<file path="config.mk">
export PLATFORM = sky130hd
export DESIGN_NAME = approx_div_top
export DESIGN_NICKNAME = d
export VERILOG_FILES = /design/src/common/div_pkg.sv /design/src/common/cfg_pkg.sv /design/src/common/div_stat_if.sv /design/src/approx_divider/approx_div_cells.sv /design/src/approx_divider/divider_array_triangular.sv /design/src/verilog/div_pipe.sv /design/src/verilog/div_cfg_regs.sv /design/src/verilog/approx_div_top.sv
export SDC_FILE = /design/constraint.sdc
export NUM_CORES = 1
export LEC_CHECK = 0
export BUFFER_PORTS_ARGS = -buffer_cell sky130_fd_sc_hd__buf_2
export CORE_MARGIN = 5
export CORE_UTILIZATION = 40
export CTS_CLUSTER_DIAMETER = 60
export CTS_CLUSTER_SIZE = 16
export DETAILED_ROUTE_END_ITERATION = 10
export PLACE_DENSITY = 0.53
export SLEW_MARGIN = 20
export SYNTH_ARGS = -nofsm -noshare
export SYNTH_HDL_FRONTEND = slang
export SYNTH_SLANG_ARGS = --single-unit
</file>
<file path="constraint.sdc">
create_clock -name clk -period 75.1 [get_ports clk]
set_input_delay 11.265 -clock clk [delete_from_list [all_inputs] [get_ports clk]]
set_output_delay 11.265 -clock clk [all_outputs]
set_load 0.01 [all_outputs]
</file>
<file path="src/common/div_pkg.sv">
package div_pkg;

  // Dividend width
  localparam int n_width = 16;

  // Divisor, quotient and remainder width
  localparam int d_width = 8;

  // Results reported when the quotient does not fit
  localparam logic [d_width-1:0] ovf_quotient = '1;
  localparam logic [d_width-1:0] ovf_remainder = '0;

endpackage

</file>
<file path="src/common/cfg_pkg.sv">
package cfg_pkg;

  localparam int addr_width = 2;

  // Register map
  localparam logic [addr_width-1:0] addr_mode = 2'd0;
  localparam logic [addr_width-1:0] addr_op_count = 2'd1;
  localparam logic [addr_width-1:0] addr_ovf_count = 2'd2;
  localparam logic [addr_width-1:0] addr_mismatch_count = 2'd3;

  // Bit 0 of the mode register
  localparam logic mode_exact = 1'b0;
  localparam logic mode_approx = 1'b1;

  // Counter and register data width
  localparam int cnt_width = 16;

endpackage

</file>
<file path="src/common/div_stat_if.sv">
`timescale 1ns/1ps

interface div_stat_if;

  // Result select, from the register block
  logic mode_approx;

  // One pulse per result loaded, with its flags
  logic done;
  logic done_ovf;
  logic done_mismatch;

  modport src (
    input  mode_approx,
    output done,
    output done_ovf,
    output done_mismatch
  );

  modport dst (
    output mode_approx,
    input  done,
    input  done_ovf,
    input  done_mismatch
  );

endinterface

</file>
<file path="src/approx_divider/approx_div_cells.sv">
`timescale 1ns/1ps

module subtractor (
  input  logic x,
  input  logic y,
  input  logic bin,
  input  logic qs,
  output logic r_sub,
  output logic bout
);

  logic diff;

  assign diff = x ^ y ^ bin;
  assign bout = (~x & y) | (~(x ^ y) & bin);
  // Restoring step keeps x when the row did not subtract
  assign r_sub = qs ? diff : x;

endmodule

module approx_sub_cell (
  input  logic x,
  input  logic y,
  input  logic bin,
  input  logic qs,
  output logic r_sub,
  output logic bout
);

  logic diff;

  // Reduced logic, wrong on some input combinations
  assign bout = (~x & y) | (x & y & bin);
  assign diff = (x & ~y & ~bin) | (x & y & bin);
  assign r_sub = qs ? diff : x;

endmodule

</file>
<file path="src/approx_divider/divider_array_triangular.sv">
`timescale 1ns/1ps

module divider_array_triangular #(
  parameter int approx_depth = 6
) (
  input  logic [div_pkg::n_width-1:0] n,
  input  logic [div_pkg::d_width-1:0] d,
  output logic [div_pkg::d_width-1:0] q,
  output logic [div_pkg::d_width-1:0] r
);
  import div_pkg::*;

  // Partial remainder and borrow of row k, column j
  wire [d_width-1:0] rem [d_width];
  wire [d_width-1:0] bor [d_width];
  wire [d_width-1:0] q_bit;

  // Rows run from the quotient MSB (k = d_width-1) down to bit 0
  for (genvar k = 0; k < d_width; k++) begin : g_row
    wire top_bit;

    if (k == d_width - 1) begin : g_top_first
      assign top_bit = n[n_width-1];
    end else begin : g_top_inner
      assign top_bit = rem[k+1][d_width-1];
    end

    // Subtract succeeded, or the shifted remainder already exceeds d
    assign q_bit[k] = top_bit | ~bor[k][d_width-1];

    for (genvar j = 0; j < d_width; j++) begin : g_col
      wire x_in;
      wire b_in;

      if (j == 0) begin : g_lsb
        // Next dividend bit enters at the bottom of each row
        assign x_in = n[k];
        assign b_in = 1'b0;
      end else if (k == d_width - 1) begin : g_first_row
        assign x_in = n[k+j];
        assign b_in = bor[k][j-1];
      end else begin : g_inner
        assign x_in = rem[k+1][j-1];
        assign b_in = bor[k][j-1];
      end

      // Triangle near the LSB corner
      if (k + j < approx_depth) begin : g_apx
        approx_sub_cell i_cell (
          .x     (x_in),
          .y     (d[j]),
          .bin   (b_in),
          .qs    (q_bit[k]),
          .r_sub (rem[k][j]),
          .bout  (bor[k][j])
        );
      end else begin : g_ext
        subtractor i_cell (
          .x     (x_in),
          .y     (d[j]),
          .bin   (b_in),
          .qs    (q_bit[k]),
          .r_sub (rem[k][j]),
          .bout  (bor[k][j])
        );
      end
    end
  end

  assign q = q_bit;
  assign r = rem[0];

endmodule

</file>
<file path="src/verilog/div_pipe.sv">
`timescale 1ns/1ps

module div_pipe #(
  parameter int approx_depth = 6
) (
  input  logic                        clk,
  input  logic                        arst_n,
  input  logic                        in_valid,
  output logic                        in_ready,
  input  logic [div_pkg::n_width-1:0] n,
  input  logic [div_pkg::d_width-1:0] d,
  output logic                        out_valid,
  input  logic                        out_ready,
  output logic [div_pkg::d_width-1:0] q,
  output logic [div_pkg::d_width-1:0] r,
  output logic                        ovf,
  div_stat_if.src                     stat
);
  import div_pkg::*;

  logic started;
  logic accept;
  logic advance;
  logic mismatch;

  logic               op_valid;
  logic [n_width-1:0] op_n;
  logic [d_width-1:0] op_d;
  logic               op_ovf;

  logic               res_valid;
  logic [d_width-1:0] res_q;
  logic [d_width-1:0] res_r;
  logic               res_ovf;

  logic [d_width-1:0] q_apx;
  logic [d_width-1:0] r_apx;
  logic [d_width-1:0] q_ext;
  logic [d_width-1:0] r_ext;

  divider_array_triangular #(.approx_depth(approx_depth)) i_array_apx (
    .n (op_n),
    .d (op_d),
    .q (q_apx),
    .r (r_apx)
  );

  divider_array_triangular #(.approx_depth(0)) i_array_ext (
    .n (op_n),
    .d (op_d),
    .q (q_ext),
    .r (r_ext)
  );

  // Result stage free, or draining this cycle
  assign advance = op_valid && (!res_valid || out_ready);
  assign in_ready = started && (!op_valid || advance);
  assign accept = in_valid && in_ready;
  assign mismatch = (q_apx != q_ext) || (r_apx != r_ext);

  always_ff @(posedge clk or negedge arst_n) begin
    if (!arst_n) begin
      started <= 1'b0;
      op_valid <= 1'b0;
      res_valid <= 1'b0;
      stat.done <= 1'b0;
      stat.done_ovf <= 1'b0;
      stat.done_mismatch <= 1'b0;
    end else begin
      started <= 1'b1;
      if (accept) begin
        op_valid <= 1'b1;
      end else if (advance) begin
        op_valid <= 1'b0;
      end
      if (advance) begin
        res_valid <= 1'b1;
      end else if (out_ready) begin
        res_valid <= 1'b0;
      end
      stat.done <= advance;
      stat.done_ovf <= advance && op_ovf;
      stat.done_mismatch <= advance && !op_ovf && mismatch;
    end
  end

  always_ff @(posedge clk) begin
    if (accept) begin
      op_n <= n;
      op_d <= d;
      // Quotient fits in d_width bits only if the high half is below d
      op_ovf <= (n[n_width-1 -: d_width] >= d);
    end
    if (advance) begin
      res_ovf <= op_ovf;
      if (op_ovf) begin
        res_q <= ovf_quotient;
        res_r <= ovf_remainder;
      end else if (stat.mode_approx) begin
        res_q <= q_apx;
        res_r <= r_apx;
      end else begin
        res_q <= q_ext;
        res_r <= r_ext;
      end
    end
  end

  assign out_valid = res_valid;
  assign q = res_q;
  assign r = res_r;
  assign ovf = res_ovf;

endmodule

</file>
<file path="src/verilog/div_cfg_regs.sv">
`timescale 1ns/1ps

module div_cfg_regs (
  input  logic                           clk,
  input  logic                           arst_n,
  input  logic                           cfg_wr,
  input  logic                           cfg_rd,
  input  logic [cfg_pkg::addr_width-1:0] cfg_addr,
  input  logic [cfg_pkg::cnt_width-1:0]  cfg_wdata,
  output logic [cfg_pkg::cnt_width-1:0]  cfg_rdata,
  div_stat_if.dst                        stat
);
  import cfg_pkg::*;

  localparam int n_cnt = 3;

  logic                 mode_q;
  logic [cnt_width-1:0] cnt [n_cnt];
  logic [n_cnt-1:0]     cnt_inc;
  logic [n_cnt-1:0]     cnt_clr;
  logic [cnt_width-1:0] rd_mux;

  assign stat.mode_approx = (mode_q == mode_approx);

  // Index 0 operations, 1 overflows, 2 mismatches
  assign cnt_inc = {stat.done && stat.done_mismatch, stat.done && stat.done_ovf, stat.done};
  assign cnt_clr = {cfg_wr && (cfg_addr == addr_mismatch_count),
                    cfg_wr && (cfg_addr == addr_ovf_count),
                    cfg_wr && (cfg_addr == addr_op_count)};

  always_ff @(posedge clk or negedge arst_n) begin
    if (!arst_n) begin
      mode_q <= mode_exact;
    end else if (cfg_wr && (cfg_addr == addr_mode)) begin
      mode_q <= cfg_wdata[0];
    end
  end

  for (genvar i = 0; i < n_cnt; i++) begin : g_cnt
    always_ff @(posedge clk or negedge arst_n) begin
      if (!arst_n) begin
        cnt[i] <= '0;
      end else if (cnt_clr[i]) begin
        cnt[i] <= '0;
      end else if (cnt_inc[i] && (cnt[i] != '1)) begin
        // Saturate at all ones
        cnt[i] <= cnt[i] + 1'b1;
      end
    end
  end

  always_comb begin
    case (cfg_addr)
      addr_mode:      rd_mux = {{(cnt_width-1){1'b0}}, mode_q};
      addr_op_count:  rd_mux = cnt[0];
      addr_ovf_count: rd_mux = cnt[1];
      default:        rd_mux = cnt[2];
    endcase
  end

  always_ff @(posedge clk or negedge arst_n) begin
    if (!arst_n) begin
      cfg_rdata <= '0;
    end else if (cfg_rd) begin
      cfg_rdata <= rd_mux;
    end
  end

endmodule

</file>
<file path="src/verilog/approx_div_top.sv">
`timescale 1ns/1ps

module approx_div_top #(
  parameter int approx_depth = 6
) (
  input  logic                           clk,
  input  logic                           arst_n,
  input  logic                           in_valid,
  output logic                           in_ready,
  input  logic [div_pkg::n_width-1:0]    n,
  input  logic [div_pkg::d_width-1:0]    d,
  output logic                           out_valid,
  input  logic                           out_ready,
  output logic [div_pkg::d_width-1:0]    q,
  output logic [div_pkg::d_width-1:0]    r,
  output logic                           ovf,
  input  logic                           cfg_wr,
  input  logic                           cfg_rd,
  input  logic [cfg_pkg::addr_width-1:0] cfg_addr,
  input  logic [cfg_pkg::cnt_width-1:0]  cfg_wdata,
  output logic [cfg_pkg::cnt_width-1:0]  cfg_rdata
);

  // Mode out to the pipe, completion events back
  div_stat_if stat_if ();

  div_pipe #(.approx_depth(approx_depth)) i_div_pipe (
    .clk       (clk),
    .arst_n    (arst_n),
    .in_valid  (in_valid),
    .in_ready  (in_ready),
    .n         (n),
    .d         (d),
    .out_valid (out_valid),
    .out_ready (out_ready),
    .q         (q),
    .r         (r),
    .ovf       (ovf),
    .stat      (stat_if.src)
  );

  div_cfg_regs i_div_cfg_regs (
    .clk       (clk),
    .arst_n    (arst_n),
    .cfg_wr    (cfg_wr),
    .cfg_rd    (cfg_rd),
    .cfg_addr  (cfg_addr),
    .cfg_wdata (cfg_wdata),
    .cfg_rdata (cfg_rdata),
    .stat      (stat_if.dst)
  );

endmodule

</file>
==> impl_metrics.py, run 1 <==
metrics = {
    "global_routing": {
        "grt_pass1_vias": 6593,
        "track_usage": 0.180,
        "grt.overflow.total": 0,
        "grt_pass1_wl_mm": 36.8,
        "grt_max_degree": 72,
        "antenna_found_initial": 0,
    },
    "cts": {
        "ctsHoldBuffers": 0,
        "post_cts_buffers": 0,
        "cts_buffer_depth": 2,
        "root_buffer": "clkbuf_16",
        "numCtsBuffers": 17,
        "clkLatencyLatePin_ns": 0.42,
        "clk_pin_slew_worst_paths_ns": 0.06,
        "cts_resized": 0,
        "ctsHtreeMaxLevel": 4,
        "clkSinkCount": 113,
        "cts_tree": "built",
    },
    "route": {
        "routed_wl_mm": 22.2,
        "drt_iter0_drc": 424,
        "ant_nets": 0,
        "wl_per_cell_um": 18.0,
        "firstDrtPassIters": 5,
        "route.detailed.drc": 0,
        "via_per_inst": 5.33,
        "num_vias": 6570,
    },
    "placement": {
        "gp_congestion": 0.803,
        "portBuffers": 67,
        "placed_cells": 1200,
        "dpl_worst_slack_ns": 44.28,
        "place_hpwl_mm": 17.2,
    },
    "synthesis": {
        "synth_top_area_frac": 0.194,
        "synth-async-reset-ratio": 0.628,
        "synth_cell_types": 85,
        "synth_nets": 1022,
        "synthCells": 873,
        "ys_top_cells_by_area": "dfrtp_1, fa_1, edfxtp_1",
        "ys_ff_latch": 113,
        "synth_seq_area_share": 0.331,
        "ys_warn_count": 0,
        "synth_edf_count": 42,
        "synthesis.area_sq_um": 9170,
        "syn_area_per_cell_sq_um": 10.5,
        "synth_top_cell_by_area": "dfrtp_1",
        "ys.flop_type": "dfrtp_1",
    },
    "sta": {
        "finalSetupTns_ns": 0,
        "finalMaxSlewViolations": 0,
        "relSlewSlack": 0.361,
        "post-route-period-util": 0.406,
        "hold_viol": 0,
        "fin_crit_ns": 30.48,
        "setup_violations": 0,
        "skew_ns": 0.0151,
        "finalWorstSetupSlack_ns": 44.62,
        "max_freq_ghz": 0.0328,
        "rsz0062_at_grt": "false",
        "worst_slew_pin_slew_ns": 0.959,
    },
    "setup_path": {
        "path_class": "reg2reg",
        "slowest_stage": "edfxtp_1",
        "cp.required_ns": 75.41,
        "critPathLaunchType": "register",
        "endpoint_kind": "register",
        "r2r_start": "i_div_pipe.op_d[1]$_DFFE_PP_",
        "max_stage_delay_ns": 0.67,
        "arrival_ns": 30.80,
        "path_common_cell": "fa_1",
        "crit_fanout": 18,
        "startpoint": "i_div_pipe.op_d[1]$_DFFE_PP_",
    },
    "cells_and_area": {
        "nets": 1083,
        "final_cell_count_no_fill": 1232,
        "antenna_cells": 0,
        "syn_to_final_growth_pct": 13.1,
        "fin_util": 0.458,
        "drive_above_1_share": 0.192,
    },
    "floorplanning": {
        "dieArea_sq_um": 26100,
        "die_x_um": 161,
        "start_util": 0.405,
        "rows": 55,
        "die_y_um": 161,
        "core-area_sq_um": 22600,
        "io_pins": 83,
    },
    "outcome": {
        "outcome": "complete, no violations",
    },
    "worst_hold_path": {
        "hp-start": "i_div_cfg_regs.cfg_rdata[0]$_DFFE_PN0P_",
        "hp-class": "reg2reg",
    },
    "job": {
        "drv_cap": 0,
    },
}
sequential cells by signal, indices dropped and copies added, names as in the netlist, 8 cells and up:
name                      cells
i_div_cfg_regs.cfg_rdata     16
i_div_cfg_regs.cnt           48
i_div_pipe.op_d               8
i_div_pipe.op_n              16
i_div_pipe.q                  8
i_div_pipe.r                  8
critical path: cells and delay by family (launching register included):
family	cells	cell delay, ns
AO/OA/AOI/OAI	15	4.06
XOR/XNOR	1	0.23
AND/OR/NAND/NOR	8	1.43
adder cells (fa/ha/maj)	56	21.94
flip-flops	1	0.67
multiplexers	2	0.75
buffers and inverters	10	1.27
through the flow:
| step | cell area [sq um] | hold slack [ns] |
|---|---|---|
| global route | 10400 | 0.528 |
| detailed placement | 9760 | 0.494 |
| CTS | 10400 | 0.514 |
| floorplan | 9170 | 0.424 |
| finish | 10400 | 0.507 |
| global placement | 9760 | 0.494 |
synthesized netlist by cell type (3+ instances only):
| master | instances |
|---|---|
| a31oi_1 | 8 |
| a22oi_1 | 19 |
| o21ai_0 | 27 |
| inv_1 | 60 |
| buf_1 | 4 |
| nand2_1 | 50 |
| nor3_1 | 13 |
| and3_1 | 7 |
| nor2_1 | 88 |
| nand2b_1 | 17 |
| fa_1 | 76 |
| nand3b_1 | 3 |
| o211ai_2 | 3 |
| dfrtp_1 | 71 |
| and4_1 | 3 |
| buf_2 | 5 |
| o31a_1 | 3 |
| nand4_1 | 13 |
| a211oi_1 | 7 |
| a21oi_1 | 42 |
| xnor2_1 | 31 |
| ha_1 | 25 |
| edfxtp_1 | 42 |
| a211o_1 | 3 |
| xor2_1 | 32 |
| or3_1 | 6 |
| a21o_1 | 7 |
| buf_6 | 3 |
| a22o_1 | 4 |
| mux2_4 | 3 |
| nand3_1 | 26 |
| clkbuf_1 | 18 |
| and2_1 | 8 |
| mux2_2 | 44 |
| buf_4 | 3 |
| mux2i_1 | 31 |
| nor2b_1 | 7 |
cell usage in the layout (no fill, tap or decap), types with 4 or more instances in the layout:
cell,instances
nand2b_1,17
a22oi_1,19
nor3_1,13
xor2_1,32
or3_1,6
xnor2_1,31
buf_2,66
inv_6,4
and2_1,8
and3_1,7
mux2_2,44
edfxtp_1,42
buf_4,9
mux2i_1,31
nand4_1,13
dfrtp_1,71
a22o_1,4
inv_1,60
a21oi_1,42
nand2_1,50
a31oi_1,8
o21ai_0,27
nor2_1,88
ha_1,25
a21o_1,7
nand3_1,26
clkbuf_16,17
a211oi_1,7
nor2b_1,7
fa_1,76
final timing paths:
check / end / slack (ns) / depth (start not counted)
min in group asynchronous: i_div_cfg_regs.cnt[41]$_DFFE_PN0P_ / 10.98 / 1
max in group asynchronous: i_div_cfg_regs.cnt[14]$_DFFE_PN0P_ / 63.51 / 1
max reg2reg: i_div_pipe.stat.done_mismatch$_DFF_PN0_ / 44.62 / 92
min: i_div_cfg_regs.cfg_rdata[0]$_DFFE_PN0P_ / 0.51 / 1
max: i_div_pipe.stat.done_mismatch$_DFF_PN0_ / 44.62 / 92
min reg2reg: i_div_cfg_regs.cfg_rdata[0]$_DFFE_PN0P_ / 0.51 / 1
area by class of cell:
cell class	count	area [sq um]
clock inverter	13	175
multi-input combinational	665	5740
inverter	62	233
fill	2103	12300
sequential	113	3040
timing repair buffer	75	398
clock buffer	19	433
tap	285	357
cells by family (layout without fill, tap and decap cells):
kind of cell,Yosys count,count (layout),share of synthesized area
XOR/XNOR,63,63,0.0601
AND/OR/NAND/NOR,255,255,0.136
other,1,1,0.000409
AO/OA/AOI/OAI,166,166,0.134
adder cells (fa/ha/maj),101,101,0.200
flip-flops,113,113,0.331
buffers and inverters,95,169,0.0432
multiplexers,79,79,0.0952
routing by layer:
layer,part of all wire,wire length [um],up-vias,track usage
li1,-,-,3190,-
met1,0.51,11400,3220,0.276
met2,0.44,9690,140,0.264
met3,0.041,901,20,0.0319
met4,0.012,270,0,0.0419
met5,0,0,-,0
Power of run 1 is left out: the tool's default activity adds up to more than one toggle a clock period on the data nets, which glitch-free logic cannot reach.
==> run 2: changes to the inputs <==
--- a/config.mk
+++ b/config.mk
@@ -11,7 +11,7 @@
 export CTS_CLUSTER_DIAMETER = 60
 export CTS_CLUSTER_SIZE = 16
 export DETAILED_ROUTE_END_ITERATION = 10
-export PLACE_DENSITY = 0.53
+export PLACE_DENSITY = 0.56
 export SLEW_MARGIN = 20
 export SYNTH_ARGS = -nofsm -noshare
 export SYNTH_HDL_FRONTEND = slang
==> constraint.sdc (replaced) <==
create_clock -name clk -period 26.6 [get_ports clk]
set_input_delay 3.99 -clock clk [delete_from_list [all_inputs] [get_ports clk]]
set_output_delay 3.99 -clock clk [all_outputs]
set_load 0.01 [all_outputs]
==> impl_metrics.py, run 2 (synthesized netlist as in run 1, its figures left out) <==
metrics = {
    "sta": {
        "worst_slew_pin_slew_ns": 0.918,
        "hold_viol": 0,
        "relSlewSlack": 0.388,
        "max_freq_ghz": 0.0389,
        "post-route-period-util": 0.967,
        "finalMaxSlewViolations": 0,
        "skew_ns": 0.0151,
        "setup_violations": 0,
        "fin_crit_ns": 25.71,
    },
    "worst_hold_path": {
        "hp-class": "reg2reg",
        "whs_path_depth": 1,
        "hp-start": "i_div_cfg_regs.cfg_rdata[0]$_DFFE_PN0P_",
    },
    "cts": {
        "clkSinkCount": 113,
        "cts_buffer_depth": 2,
        "root_buffer": "clkbuf_16",
        "cts_tree": "built",
        "ctsHoldBuffers": 0,
        "ctsHtreeMaxLevel": 4,
        "numCtsBuffers": 17,
        "clk_pin_slew_worst_paths_ns": 0.06,
        "clkLatencyLatePin_ns": 0.42,
    },
    "floorplanning": {
        "die_x_um": 161,
        "core-area_sq_um": 22600,
        "die_y_um": 161,
        "start_util": 0.405,
        "rows": 55,
        "dieArea_sq_um": 26100,
        "io_pins": 83,
    },
    "cells_and_area": {
        "regArea_sq_um": 3040,
        "largestRegisters": "i_div_cfg_regs.cnt x48, i_div_cfg_regs.cfg_rdata x16, i_div_pipe.op_n x16",
        "nets": 1114,
        "drive_above_1_share": 0.262,
        "multi_input_area_sq_um": 5900,
        "fill_cells": 2078,
        "fin_area_sq_um": 10800,
        "largest_register_ffs": 48,
        "final_common_cell": "nor2_1",
        "syn_to_final_growth_pct": 17.4,
        "regMostFlops": "i_div_cfg_regs.cnt",
        "layout_common_cells": "nor2_1, dfrtp_1, buf_2",
        "antenna_cells": 0,
    },
    "setup_path": {
        "cp.required_ns": 26.87,
        "endpoint_kind": "register",
        "path_class": "reg2reg",
        "max_stage_delay_ns": 0.46,
        "crit_fanout": 7,
        "reg2reg_slack_ns": 0.89,
        "startpoint": "i_div_pipe.op_n[7]$_DFFE_PP_",
        "arrival_ns": 25.99,
        "critPathLaunchType": "register",
        "ff2ff_path_depth": 94,
        "path_common_cell": "fa_1",
        "slowest_stage": "fa_1",
        "r2r_start": "i_div_pipe.op_n[7]$_DFFE_PP_",
    },
    "global_routing": {
        "grt_max_degree": 72,
        "antenna_found_initial": 0,
        "track_usage": 0.180,
        "grt_pass1_vias": 6708,
        "grt_pass1_wl_mm": 37.0,
        "grt.overflow.total": 0,
    },
    "route": {
        "wl_per_cell_um": 18.0,
        "ant_nets": 0,
        "via_per_inst": 5.34,
        "route.detailed.drc": 0,
        "routed_wl_mm": 22.8,
        "firstDrtPassIters": 5,
        "num_vias": 6748,
        "drt_iter0_drc": 366,
    },
    "job": {
        "drv_cap": 0,
    },
    "placement": {
        "portBuffers": 67,
        "placed_area_sq_um": 9970,
        "place_hpwl_mm": 17.5,
        "gp_congestion": 0.823,
    },
    "outcome": {
        "outcome": "complete, no violations",
    },
}
==> run 2: cell types whose count changed in the layout (fill, tap and decap cells not counted), moves of 3 or more <==
| cell | delta |
|---|---|
| fa_1 | -23 |
| a21oi_1 | -4 |
| fa_2 | +23 |
| mux2i_1 | -3 |
| o21ai_0 | -3 |
| a21oi_2 | +3 |
| buf_4 | +29 |
==> run 2: timing repair <==
| item | in CTS | in global routing |
|---|---|---|
| hold endpoints to repair | 0 | 0 |
| gates resized for setup | 4 | 27 |
| buffers inserted | 2 | 9 |
| pin swaps | 1 | 11 |
| endpoints found under the setup margin | 1 | 10 |
==> run 2: path summary, 6_finish.rpt <==
check,endpoint
worst min-delay path,i_div_cfg_regs.cfg_rdata[0]$_DFFE_PN0P_
max in group asynchronous,i_div_cfg_regs.cnt[45]$_DFFE_PN0P_
min in group asynchronous,i_div_cfg_regs.cnt[13]$_DFFE_PN0P_
worst min register to register,i_div_cfg_regs.cfg_rdata[0]$_DFFE_PN0P_
worst max-delay path,i_div_pipe.stat.done_mismatch$_DFF_PN0_
worst max register to register,i_div_pipe.stat.done_mismatch$_DFF_PN0_
==> run 2: routing by layer <==
layer | global-route usage | part of all wire | up-vias
li1 | - | - | 3262
met5 | 0 | 0 | -
met4 | 0.0423 | 0.0098 | 0
met1 | 0.273 | 0.50 | 3349
met2 | 0.268 | 0.45 | 118
met3 | 0.0342 | 0.039 | 19
==> run 2: final cells by class <==
class	instances	area share
multi-input cells	665	0.547
flip-flops and latches	113	0.282
repair buffers	106	0.0592
clock buffers	18	0.0408
well taps	285	0.0331
inverters	62	0.0220
clock inverters	14	0.0155
==> run 2: through the flow <==
stage	cells	hold WS [ns]	setup TNS, ns	utilization	setup WS, ns
global route	1263	0.546	-0.0334	0.476	-0.0334
detailed placement	1220	0.509	-0.110	0.441	-0.110
finish	1263	0.511	0	0.476	0.887
global placement	1220	0.504	0	0.441	0.0429
CTS	1254	0.519	0	0.469	0.00362
floorplan	873	0.424	0	-	0.0110
==> run 2: critical path, delay by kind of cell (launching register included) <==
kind | cells | cell delay [ns]
and+or+nand+nor | 10 | 1.35
adders and majority gates | 57 | 20.64
buffers and inverters | 10 | 0.63
muxes | 1 | 0.25
DFF | 1 | 0.39
AOI/OAI and AO/OA | 16 | 2.33
Power of run 2 is left out for the same reason.
